`src/rtl/wtb_config.svh`:
```
`ifndef WTB_CONFIG_SVH
`define WTB_CONFIG_SVH

// Wavetable geometry
`define WTB_RAM_SIZE 61
`define WTB_ADDR_W 6
`define WTB_DATA_W 8
`define WTB_POS_W 8

// Key store and output stream
`define WTB_KEY_DEPTH 16
`define WTB_KEY_AW 4
`define WTB_CREDITS 4
`define WTB_CREDIT_W 3
`endif
```
`src/rtl/wtb_pkg.sv`:
```
`include "wtb_config.svh"

package wtb_pkg;

    // Sequence of the loader FSM, in the order the states are visited
    typedef enum logic [2:0] {
        idle        = 3'd0,
        load_offset = 3'd1,
        read_key_l  = 3'd2,
        load_key_l  = 3'd3,
        read_key_r  = 3'd4,
        load_key_r  = 3'd5,
        fill        = 3'd6,
        done        = 3'd7
    } wtb_state_e;

    // One key point; entry 0 of the store uses val as the signed offset
    typedef struct packed {
        logic [`WTB_POS_W-1:0]  pos;
        logic [`WTB_DATA_W-1:0] val;
    } wtb_key_t;

endpackage

```
`src/rtl/wtb_ifs.sv`:
```
`include "wtb_config.svh"

// One-cycle strobes from the loader FSM to the datapath
interface wtb_ctrl_if;
    logic load_offset;
    logic read_key;
    logic load_l;
    logic load_r;
    logic fill_step;
    logic busy;

    modport ctrl (
        output load_offset, read_key, load_l, load_r, fill_step, busy
    );
    modport dp (
        input load_offset, read_key, load_l, load_r, fill_step, busy
    );
endinterface

// Offset and the two keys that bound the current segment
interface wtb_seg_if;
    logic signed [`WTB_DATA_W-1:0] offset;
    wtb_pkg::wtb_key_t             key_l;
    wtb_pkg::wtb_key_t             key_r;

    modport src (
        output offset, key_l, key_r
    );
    modport dst (
        input offset, key_l, key_r
    );
endinterface

```
`src/rtl/wtb_loader_top.sv`:
```
`include "wtb_config.svh"

module wtb_loader_top (
    input  logic                   clk,
    input  logic                   rst,
    input  logic                   wtb_load,
    input  logic                   key_we,
    input  logic [`WTB_KEY_AW-1:0] key_addr,
    input  logic [`WTB_POS_W-1:0]  key_pos,
    input  logic [`WTB_DATA_W-1:0] key_val,
    input  logic                   credit_return,
    output logic                   out_valid,
    output logic [`WTB_ADDR_W-1:0] out_addr,
    output logic [`WTB_DATA_W-1:0] out_data,
    output logic                   idle,
    output logic                   done
);

    wtb_ctrl_if ctrl_bus ();
    wtb_seg_if  seg_bus ();

    logic [`WTB_ADDR_W-1:0] fill_addr;
    logic [`WTB_POS_W-1:0]  seg_end_pos;
    logic                   can_send;
    logic                   word_valid;
    logic [`WTB_ADDR_W-1:0] word_addr;
    logic [`WTB_DATA_W-1:0] word_data;

    wtb_loader_fsm fsm0 (
        .clk(clk), .rst(rst), .wtb_load(wtb_load), .can_send(can_send),
        .fill_addr(fill_addr), .seg_end_pos(seg_end_pos), .ctrl(ctrl_bus.ctrl),
        .idle(idle), .done(done)
    );

    wtb_key_fetch key0 (
        .clk(clk), .rst(rst), .key_we(key_we), .key_addr(key_addr), .key_pos(key_pos),
        .key_val(key_val), .ctrl(ctrl_bus.dp), .seg(seg_bus.src), .seg_end_pos(seg_end_pos)
    );

    wtb_interp interp0 (
        .clk(clk), .rst(rst), .ctrl(ctrl_bus.dp), .seg(seg_bus.dst), .fill_addr(fill_addr),
        .word_valid(word_valid), .word_addr(word_addr), .word_data(word_data)
    );

    wtb_credit_out out0 (
        .clk(clk), .rst(rst), .word_valid(word_valid), .word_addr(word_addr),
        .word_data(word_data), .credit_return(credit_return), .can_send(can_send),
        .out_valid(out_valid), .out_addr(out_addr), .out_data(out_data)
    );

endmodule

```
`src/rtl/wtb_credit_out.sv`:
```
`include "wtb_config.svh"

module wtb_credit_out (
    input  logic                   clk,
    input  logic                   rst,
    input  logic                   word_valid,
    input  logic [`WTB_ADDR_W-1:0] word_addr,
    input  logic [`WTB_DATA_W-1:0] word_data,
    input  logic                   credit_return,
    output logic                   can_send,
    output logic                   out_valid,
    output logic [`WTB_ADDR_W-1:0] out_addr,
    output logic [`WTB_DATA_W-1:0] out_data
);

    logic [`WTB_CREDIT_W-1:0] credits;

    // A word already in the output register holds one of the credits
    assign can_send = (credits > {{(`WTB_CREDIT_W - 1){1'b0}}, out_valid});

    always_ff @(posedge clk) begin
        if (rst) begin
            out_valid <= 1'b0;
            credits   <= `WTB_CREDIT_W'(`WTB_CREDITS);
        end else begin
            out_valid <= word_valid;
            case ({out_valid, credit_return})
                2'b10: credits <= credits - 1'b1;
                2'b01: credits <= credits + 1'b1;
                default: credits <= credits;
            endcase
        end
    end

    always_ff @(posedge clk) begin
        if (word_valid) begin
            out_addr <= word_addr;
            out_data <= word_data;
        end
    end

endmodule

```
`src/rtl/wtb_interp.sv`:
```
`include "wtb_config.svh"

module wtb_interp (
    input  logic                   clk,
    input  logic                   rst,
    wtb_ctrl_if.dp                 ctrl,
    wtb_seg_if.dst                 seg,
    output logic [`WTB_ADDR_W-1:0] fill_addr,
    output logic                   word_valid,
    output logic [`WTB_ADDR_W-1:0] word_addr,
    output logic [`WTB_DATA_W-1:0] word_data
);

    localparam int prod_w = `WTB_DATA_W + `WTB_POS_W + 2;
    localparam int max_word = (1 << `WTB_DATA_W) - 1;

    logic signed [`WTB_DATA_W:0] dv;
    logic signed [`WTB_POS_W:0]  da;
    logic signed [`WTB_POS_W:0]  span;
    logic signed [prod_w-1:0]    prod;
    logic signed [prod_w-1:0]    quot;
    logic signed [prod_w:0]      sum;

    always_ff @(posedge clk) begin
        if (rst) begin
            fill_addr <= '0;
        end else if (ctrl.load_r) begin
            fill_addr <= seg.key_l.pos[`WTB_ADDR_W-1:0];
        end else if (ctrl.fill_step) begin
            fill_addr <= fill_addr + 1'b1;
        end
    end

    // Signed operands so the divide truncates toward zero
    always_comb begin
        dv   = $signed({1'b0, seg.key_r.val}) - $signed({1'b0, seg.key_l.val});
        da   = $signed({1'b0, {(`WTB_POS_W - `WTB_ADDR_W){1'b0}}, fill_addr})
             - $signed({1'b0, seg.key_l.pos});
        span = $signed({1'b0, seg.key_r.pos}) - $signed({1'b0, seg.key_l.pos});
        prod = dv * da;
        quot = prod / span;
        sum  = $signed({1'b0, seg.key_l.val}) + quot + $signed(seg.offset);
    end

    always_comb begin
        if (sum < 0) begin
            word_data = '0;
        end else if (sum > max_word) begin
            word_data = '1;
        end else begin
            word_data = sum[`WTB_DATA_W-1:0];
        end
    end

    assign word_valid = ctrl.fill_step;
    assign word_addr  = fill_addr;

endmodule

```
`src/rtl/wtb_key_fetch.sv`:
```
`include "wtb_config.svh"

module wtb_key_fetch (
    input  logic                   clk,
    input  logic                   rst,
    input  logic                   key_we,
    input  logic [`WTB_KEY_AW-1:0] key_addr,
    input  logic [`WTB_POS_W-1:0]  key_pos,
    input  logic [`WTB_DATA_W-1:0] key_val,
    wtb_ctrl_if.dp                 ctrl,
    wtb_seg_if.src                 seg,
    output logic [`WTB_POS_W-1:0]  seg_end_pos
);

    wtb_pkg::wtb_key_t key_mem [0:`WTB_KEY_DEPTH-1];
    wtb_pkg::wtb_key_t rd_data;
    logic [`WTB_KEY_AW-1:0] key_ptr;
    logic [`WTB_KEY_AW-1:0] rd_addr;
    logic sel_r;

    // While idle the read port keeps entry 0 ready for the offset load
    assign rd_addr = ctrl.busy ? key_ptr + {{(`WTB_KEY_AW - 1){1'b0}}, sel_r} : '0;

    always_ff @(posedge clk) begin
        if (key_we && !ctrl.busy) begin
            key_mem[key_addr] <= {key_pos, key_val};
        end
        if (ctrl.read_key || !ctrl.busy) begin
            rd_data <= key_mem[rd_addr];
        end
    end

    always_ff @(posedge clk) begin
        if (rst) begin
            key_ptr <= '0;
            sel_r   <= 1'b0;
        end else if (ctrl.load_offset) begin
            key_ptr <= `WTB_KEY_AW'(1);
            sel_r   <= 1'b0;
        end else if (ctrl.load_l) begin
            sel_r <= 1'b1;
        end else if (ctrl.load_r) begin
            key_ptr <= key_ptr + 1'b1;
            sel_r   <= 1'b0;
        end
    end

    always_ff @(posedge clk) begin
        if (ctrl.load_offset) begin
            seg.offset <= $signed(rd_data.val);
        end
        if (ctrl.load_l) begin
            seg.key_l <= rd_data;
        end
        if (ctrl.load_r) begin
            seg.key_r <= rd_data;
        end
    end

    assign seg_end_pos = seg.key_r.pos;

endmodule

```
`src/rtl/wtb_loader_fsm.sv`:
```
`include "wtb_config.svh"

module wtb_loader_fsm (
    input  logic                   clk,
    input  logic                   rst,
    input  logic                   wtb_load,
    input  logic                   can_send,
    input  logic [`WTB_ADDR_W-1:0] fill_addr,
    input  logic [`WTB_POS_W-1:0]  seg_end_pos,
    wtb_ctrl_if.ctrl               ctrl,
    output logic                   idle,
    output logic                   done
);

    localparam int last_addr = `WTB_RAM_SIZE - 1;

    wtb_pkg::wtb_state_e state;
    wtb_pkg::wtb_state_e next_state;
    logic [`WTB_POS_W-1:0] fill_pos;

    assign fill_pos = {{(`WTB_POS_W - `WTB_ADDR_W){1'b0}}, fill_addr};

    always_ff @(posedge clk) begin
        if (rst) begin
            state <= wtb_pkg::idle;
        end else begin
            state <= next_state;
        end
    end

    always_comb begin
        next_state       = state;
        ctrl.load_offset = 1'b0;
        ctrl.read_key    = 1'b0;
        ctrl.load_l      = 1'b0;
        ctrl.load_r      = 1'b0;
        ctrl.fill_step   = 1'b0;
        ctrl.busy        = (state != wtb_pkg::idle);
        idle             = 1'b0;
        done             = 1'b0;

        case (state)
            wtb_pkg::idle: begin
                idle = 1'b1;
                if (wtb_load) begin
                    next_state = wtb_pkg::load_offset;
                end
            end
            wtb_pkg::load_offset: begin
                ctrl.load_offset = 1'b1;
                next_state       = wtb_pkg::read_key_l;
            end
            wtb_pkg::read_key_l: begin
                ctrl.read_key = 1'b1;
                next_state    = wtb_pkg::load_key_l;
            end
            wtb_pkg::load_key_l: begin
                ctrl.load_l = 1'b1;
                next_state  = wtb_pkg::read_key_r;
            end
            wtb_pkg::read_key_r: begin
                ctrl.read_key = 1'b1;
                next_state    = wtb_pkg::load_key_r;
            end
            wtb_pkg::load_key_r: begin
                ctrl.load_r = 1'b1;
                next_state  = wtb_pkg::fill;
            end
            wtb_pkg::fill: begin
                // The right key position itself is written by the next segment
                if (int'(fill_addr) == last_addr) begin
                    if (can_send) begin
                        ctrl.fill_step = 1'b1;
                        next_state     = wtb_pkg::done;
                    end
                end else if (fill_pos == seg_end_pos) begin
                    next_state = wtb_pkg::read_key_l;
                end else if (can_send) begin
                    ctrl.fill_step = 1'b1;
                end
            end
            wtb_pkg::done: begin
                done       = 1'b1;
                next_state = wtb_pkg::idle;
            end
            default: begin
                next_state = wtb_pkg::idle;
            end
        endcase
    end

endmodule

```
`config.mk`:
```
export PLATFORM = sky130hd
export DESIGN_NAME = wtb_loader_top
export DESIGN_NICKNAME = d
export VERILOG_FILES = /design/src/rtl/wtb_pkg.sv /design/src/rtl/wtb_ifs.sv /design/src/rtl/wtb_loader_top.sv /design/src/rtl/wtb_credit_out.sv /design/src/rtl/wtb_interp.sv /design/src/rtl/wtb_key_fetch.sv /design/src/rtl/wtb_loader_fsm.sv
export VERILOG_INCLUDE_DIRS = /design/src /design/src/rtl
export SDC_FILE = /design/constraint.sdc
export NUM_CORES = 1
export LEC_CHECK = 0
export ABC_CLOCK_PERIOD_IN_PS = 124600
export BUFFER_PORTS_ARGS = -buffer_cell sky130_fd_sc_hd__clkbuf_2
export CAP_MARGIN = 20
export CORE_MARGIN = 4
export CORE_UTILIZATION = 25
export DETAILED_ROUTE_END_ITERATION = 10
export SLEW_MARGIN = 20
export SYNTH_ARGS = -nofsm -noshare
export SYNTH_HDL_FRONTEND = slang
export SYNTH_HIERARCHICAL = 1
export SYNTH_SLANG_ARGS = --single-unit
```
`constraint.sdc`:
```
create_clock -name clk -period 124.6 [get_ports clk]
set_input_delay 12.46 -clock clk [delete_from_list [all_inputs] [get_ports clk]]
set_output_delay 12.46 -clock clk [all_outputs]
set_load 0.05 [all_outputs]
```
---- Yosys cells after proc, flatten, opt, wreduce, memory -nomap -nowiden ----
Memory sizes are Yosys's and may differ from the RTL's. A register that Yosys moved wholly into a read port is not among the register bits.
Cells that the tools add are included.
word-level totals
  bits in registers ....................... 72
  memories ................................ 1
  logic and storage cells ................. 87
  memory bits (writable) .................. 256
  output and inout port bits .............. 17
memory list
  memory        words  bits a word  read ports  clocked after Yosys merged registers in  wr ports  line                 RTL
  key0.key_mem  16     16           1           1                                        1         wtb_key_fetch.sv:15  wtb_pkg::wtb_key_t key_mem [0:`WTB_KEY_DEPTH-1];
operators by class
  magnitude comparators ................... 3
  reduce and logical (&&, ||, !) cells .... 14
  bitwise logic cells ..................... 1
  multiplexer cells ....................... 27
  div/mod/pow operators ................... 1
  add/sub/neg operators ................... 10
  equality and inequality tests ........... 15
  multiply operators ...................... 1
operators by type and width
  operator                                              number
  case mux 3 bit (8 select lines)                       1
  adder 19 x 8 -> 19 bit                                1
  adder 9 x 18 -> 19 bit                                1
  > comparator 19 x 9 -> 1 bit (second input constant)  1
  < comparator 19 x 1 -> 1 bit (second input constant)  1
  divider 18 x 18 -> 18 bit                             1
  multiplier 9 x 9 -> 18 bit                            1
  subtractor 8 x 8 -> 9 bit                             2
  two-way mux 1 bit                                     17
  == test 3 bit (second input constant)                 4
  two-way mux 3 bit                                     4
  two-way mux 6 bit                                     2
  subtractor 6 x 8 -> 9 bit                             1
  == test 6 x 8 -> 1 bit                                1
  two-way mux 8 bit                                     1
  nonzero test 2 bit                                    4
  adder 6 x 1 -> 6 bit (second input constant)          1
  == test 3 x 2 -> 1 bit (second input constant)        2
  == test 6 x 3 -> 1 bit (second input constant)        1
  case mux 3 bit (2 select lines)                       1
  adder 4 x 1 -> 4 bit                                  1
  adder 4 x 1 -> 4 bit (second input constant)          1
  two-way mux 4 bit                                     1
  inequality test 2 bit (second input constant)         2
  other kinds (17)                                      19

---- Logic depth before layout (Yosys ltp) ----
  depth after elaboration ................. 7
  depth in mapped cells ................... 219

---- Cells and area by module ----
Netlist, hierarchy kept.
by module, submodules not included
  module          cells an instance  times used  area an instance (um^2)
  wtb_interp      2,136              1           15,840.2
  wtb_key_fetch   737                1           12,483.2
  wtb_credit_out  35                 1           625.6
  wtb_loader_fsm  53                 1           397.9

---- Least setup slack after synthesis ----
Ideal clock, no wire load.
  path kind ............................... register -> register
  start point ............................. register, netlist name key0/seg.key_l[9]
  end point ............................... register out0.out_data[3] (data pin)
  buffers on the path ..................... 15
  arrival ................................. 42.540 ns
  setup slack ............................. 81.805 ns
  data required time ...................... 124.345 ns
  clock period less this slack ............ 42.795 ns
  cell stages (with the launch flop) ...... 198
  path through ............................ edfxtp_1 > inv_1 > ha_1 > nor2b_1 > o21ai_0 > nand2b_1 > a21o_1 > a21o_1 > a21oi_1 > nor2_1 > xnor2_1 > inv_1 > nand2_1 > fa_1 > fa_1 > inv_1 > fa_1 > fa_1 > (+162 left out) > ha_1 > nand2_1 > o21ai_0 > fa_1 > ha_1 > fa_1 > a21o_1 > a21oi_1 > o21bai_1 > a21oi_1 > nor2b_1 > nor2_1 > o21ai_0 > o41ai_1 > mux2i_1 > nor4_1 > o2111ai_1 > o21a_1
on the way
  cells in the longest elaborated chain, start to end .. 7
ends and longest elaborated chain
  what                           line                  RTL
  subtractor 6 x 8 -> 9 bit      wtb_interp.sv:37      da = $signed({1'b0, {(`WTB_POS_W - `WTB_ADDR_W){1'b0}}, fill_addr})
  multiplier 9 x 9 -> 18 bit     wtb_interp.sv:40      prod = dv * da;
  divider 18 x 18 -> 18 bit (*)  wtb_interp.sv:41      quot = prod / span;
  adder 9 x 18 -> 19 bit (*)     wtb_interp.sv:42      sum = $signed({1'b0, seg.key_l.val}) + quot + $signed(seg.offset);
  adder 19 x 8 -> 19 bit (*)     wtb_interp.sv:42
  > comparator 19 x 9 -> 1 bit   wtb_interp.sv:48      end else if (sum > max_word) begin
  two-way mux 8 bit              wtb_interp.sv:48
  end signal: assignment         wtb_credit_out.sv:38  out_data <= word_data;
  end: declaration               wtb_credit_out.sv:13  output logic [`WTB_DATA_W-1:0] out_data
Mark *: on every way between the ends. The rest lies on a longest branch, timed or not.
A chain may end at the register's enable or synchronous reset.

---- Worst setup path in the final report ----
  start point ............................. register, netlist name key0/seg.key_r[0]
  end point ............................... register out0.out_data[5] (data pin)
on the way
  cells in the longest elaborated chain, start to end .. 7
ends and longest elaborated chain
  what                            line              RTL
  subtractor 8 x 8 -> 9 bit (*)   wtb_interp.sv:36  dv = $signed({1'b0, seg.key_r.val}) - $signed({1'b0, seg.key_l.val});
  multiplier 9 x 9 -> 18 bit (*)  wtb_interp.sv:40
  divider 18 x 18 -> 18 bit (*)   wtb_interp.sv:41
  adder 9 x 18 -> 19 bit (*)      wtb_interp.sv:42
  adder 19 x 8 -> 19 bit (*)      wtb_interp.sv:42
  > comparator 19 x 9 -> 1 bit    wtb_interp.sv:48
  two-way mux 8 bit               wtb_interp.sv:48
Marks and branches as above.

==> flow_summary.json <==
{
  "dr.first_iter.drc_count": 1879,
  "ctsHoldBuffers": 0,
  "busiest_layer": "met2",
  "wirelength_um": 83350,
  "grt_max_degree": 88,
  "numCtsBuffers": 36,
  "slew_violations": 0,
  "max_freq_ghz": 0.02056,
  "clk_pin_slew_ns": 0.06,
  "vias_per_cell": 5.082,
  "grt_pass1_wl_um": 129700,
  "finalCriticalPeriod_ns": 48.63,
  "setup_viol": 0,
  "cp.arrival_ns": 48.90,
  "cts.path.max_buffers": 3,
  "worst_pin_slew_ns": 1.073,
  "vias": 23190,
  "clk_latency_ns": 0.52,
  "postSynthAreaPerCell_um2": 9.911,
  "fill_cells": 12200,
  "hpwlAfterDp_um": 60230,
  "final_nets": 3391,
  "regArea_um2": 10150,
  "cts_sinks": 344,
  "portBuffers": 41,
  "multi_input_area_um2": 18230,
  "post_cts_resized": 0,
  "cap_violations": 0,
  "crit_top_cell": "a21oi_1",
  "grt_usage": 0.1315,
  "post-route-drc-count": 0,
  "yosysWarnings": 6,
  "hold_viol_final": 0,
  "r2r-start": "key0/seg.key_r[0]",
  "cp_max_fo": 23,
  "drtPass1Iterations": 7,
  "synthDistinctLibCells": 112,
  "wl_per_cell_um": 18.27,
  "syn_inst": 2961,
  "core_area_um2": 116400,
  "cts-root-buf": "clkbuf_16",
  "crit_type": "reg -> reg",
  "hold_start": "key0/rd_data[15]",
  "die_w_um": 350.6,
  "grt-ovfl-total": 0,
  "synthArstFlopShare": 0,
  "ant_nets": 0,
  "crit_path_start_kind": "flop",
  "use_met1": 0.1867,
  "drive_gt1_frac": 0.1064,
  "setup-tns-final_ns": 0,
  "synth_top_area_cell": "edfxtp_1",
  "hold_path_class": "reg -> reg",
  "relSlewSlack": 0.2847,
  "io_pins": 42,
  "crit_path_top_delay_cell": "nor3b_2",
  "cp_data_required_time_ns": 124.87,
  "area_delta_synth_final_pct": 11.22,
  "critPathMaxStageDelay_ns": 0.84,
  "synth-seq-cells": 344,
  "cts_setup_buffers": 0,
  "cp-startpoint": "key0/seg.key_r[0]",
  "rsz0062_at_grt": "no",
  "yosys.area.top_type_share": 0.3336,
  "cts_tree": "yes",
  "synth_edf_count": 326,
  "place_congestion": 0.9268,
  "synth_seq_area_share": 0.3459,
  "fin_crit_sh": 0.3903,
  "clock_skew_ns": 0.01464,
  "syn_area_um2": 29350,
  "grt_pass1_vias": 22510,
  "synthTopCellsByArea": "edfxtp_1, ha_1, fa_1, xnor2_1, a211oi_1",
  "die_area_um2": 122900,
  "grt_antenna_before_repair": 4,
  "htree_levels": 2,
  "initial_core_util": 0.2522,
  "status": "complete, no violations",
  "cp-end-kind": "flop",
  "use_met2": 0.2139,
  "die_h_um": 350.6,
  "grt_use_met3": 0.01913,
  "fp-row-count": 125,
  "ys.flop_type": "edfxtp_1"
}
==> cells in the final DEF, fill, tap and decap left out, types with 34 or more instances in the layout <==
cell type and n:
nor2_1 209, o21ai_0 86, xnor2_1 108, conb_1 45, nor2b_1 65, nor3_1 74
o21a_1 57, nand2b_1 52, mux2_2 75, clkbuf_16 37, nand2_1 173, clkbuf_2 41
a21o_1 70, nand3_1 52, a211oi_1 116, buf_4 43, and3_1 82, xor2_1 58
inv_1 183, o32ai_1 34, or3_1 37, o211ai_1 57, a21oi_1 148, edfxtp_1 326
ha_1 271, fa_1 84
==> routing by layer <==
metal	wire length (um)	part of all wire
met5	13	0.00016
met3	5308	0.064
met1	38660	0.46
met4	1651	0.020
met2	37720	0.45
==> metrics by stage <==
step                cells  hold WS [ns]  worst slack [ns]    util  instance area, um2
floorplan            3005        0.4215             81.81       -               29510
global placement     4495        0.4256             77.71  0.2707               31500
detailed placement   4496        0.4358             76.61  0.2710               31530
CTS                  4560        0.4521             76.43  0.2804               32630
global route         4560        0.4765             72.08  0.2804               32630
finish               4563        0.4539             75.97  0.2805               32640
==> synth_stat cells (all sizes together) (57+ instances only) <==
library cell  count
a21o             70
fa               84
xnor2           111
o21a             57
xor2             60
inv             184
a211oi          119
clkbuf           77
a21oi           151
edfxtp          326
nand2           175
nor3             79
and3             82
ha              272
mux2             77
o21ai           103
o211ai           57
nor2b            67
nor2            225
==> logic make-up after synthesis <==
group	share of synthesized area
other cells	0.0001278
simple gates	0.1596
buf+inv	0.04276
xor+xnor	0.05231
compound gates	0.1913
mux	0.03479
fa+ha+maj	0.1733
flops	0.3459
==> worst paths after layout <==
kind | slack (ns) | endpoint | depth (start not counted)
max | 75.97 | out0/out_data[5] | 188
min | 0.45 | key0/seg.key_l[15] | 0
max reg2reg | 75.97 | out0/out_data[5] | 188
min reg2reg | 0.45 | key0/seg.key_l[15] | 0
==> registers in the layout, summed over array words and instances (netlist names), 3 cells and up <==
name / count
key0/seg.key_l: 16
interp0/fill_addr: 6
key0/rd_data: 16
key0/seg_end_pos: 8
key0/key_mem: 256
key0/seg.key_r: 8
key0/key_ptr: 4
out0/credits: 3
out0/out_addr: 6
key0/seg.offset: 8
out0/out_data: 8
fsm0/state: 3
==> worst max-delay path, delay by kind of cell, from the launching register on <==
family	cells	cell delay, ns
multiplexers	7	2.29
AND/OR/NAND/NOR	54	13.01
adder cells (fa/ha/maj)	29	10.13
flip-flops	1	0.37
buffers and inverters	14	2.15
AO/OA/AOI/OAI	83	20.25
XOR/XNOR	1	0.12
==> cell type report <==
class / instances / share of cell area
sequential: 344 / 0.3110
antenna: 3 / 0.0002300
clock buffer: 47 / 0.02952
tap: 1524 / 0.05842
multi-input combinational: 2359 / 0.5585
timing repair buffer: 85 / 0.01702
clock inverter: 17 / 0.004217
inverter: 184 / 0.02116
Power is not shown: default switching activity piles up to over one toggle a cycle in this logic, so the estimate is an artifact.
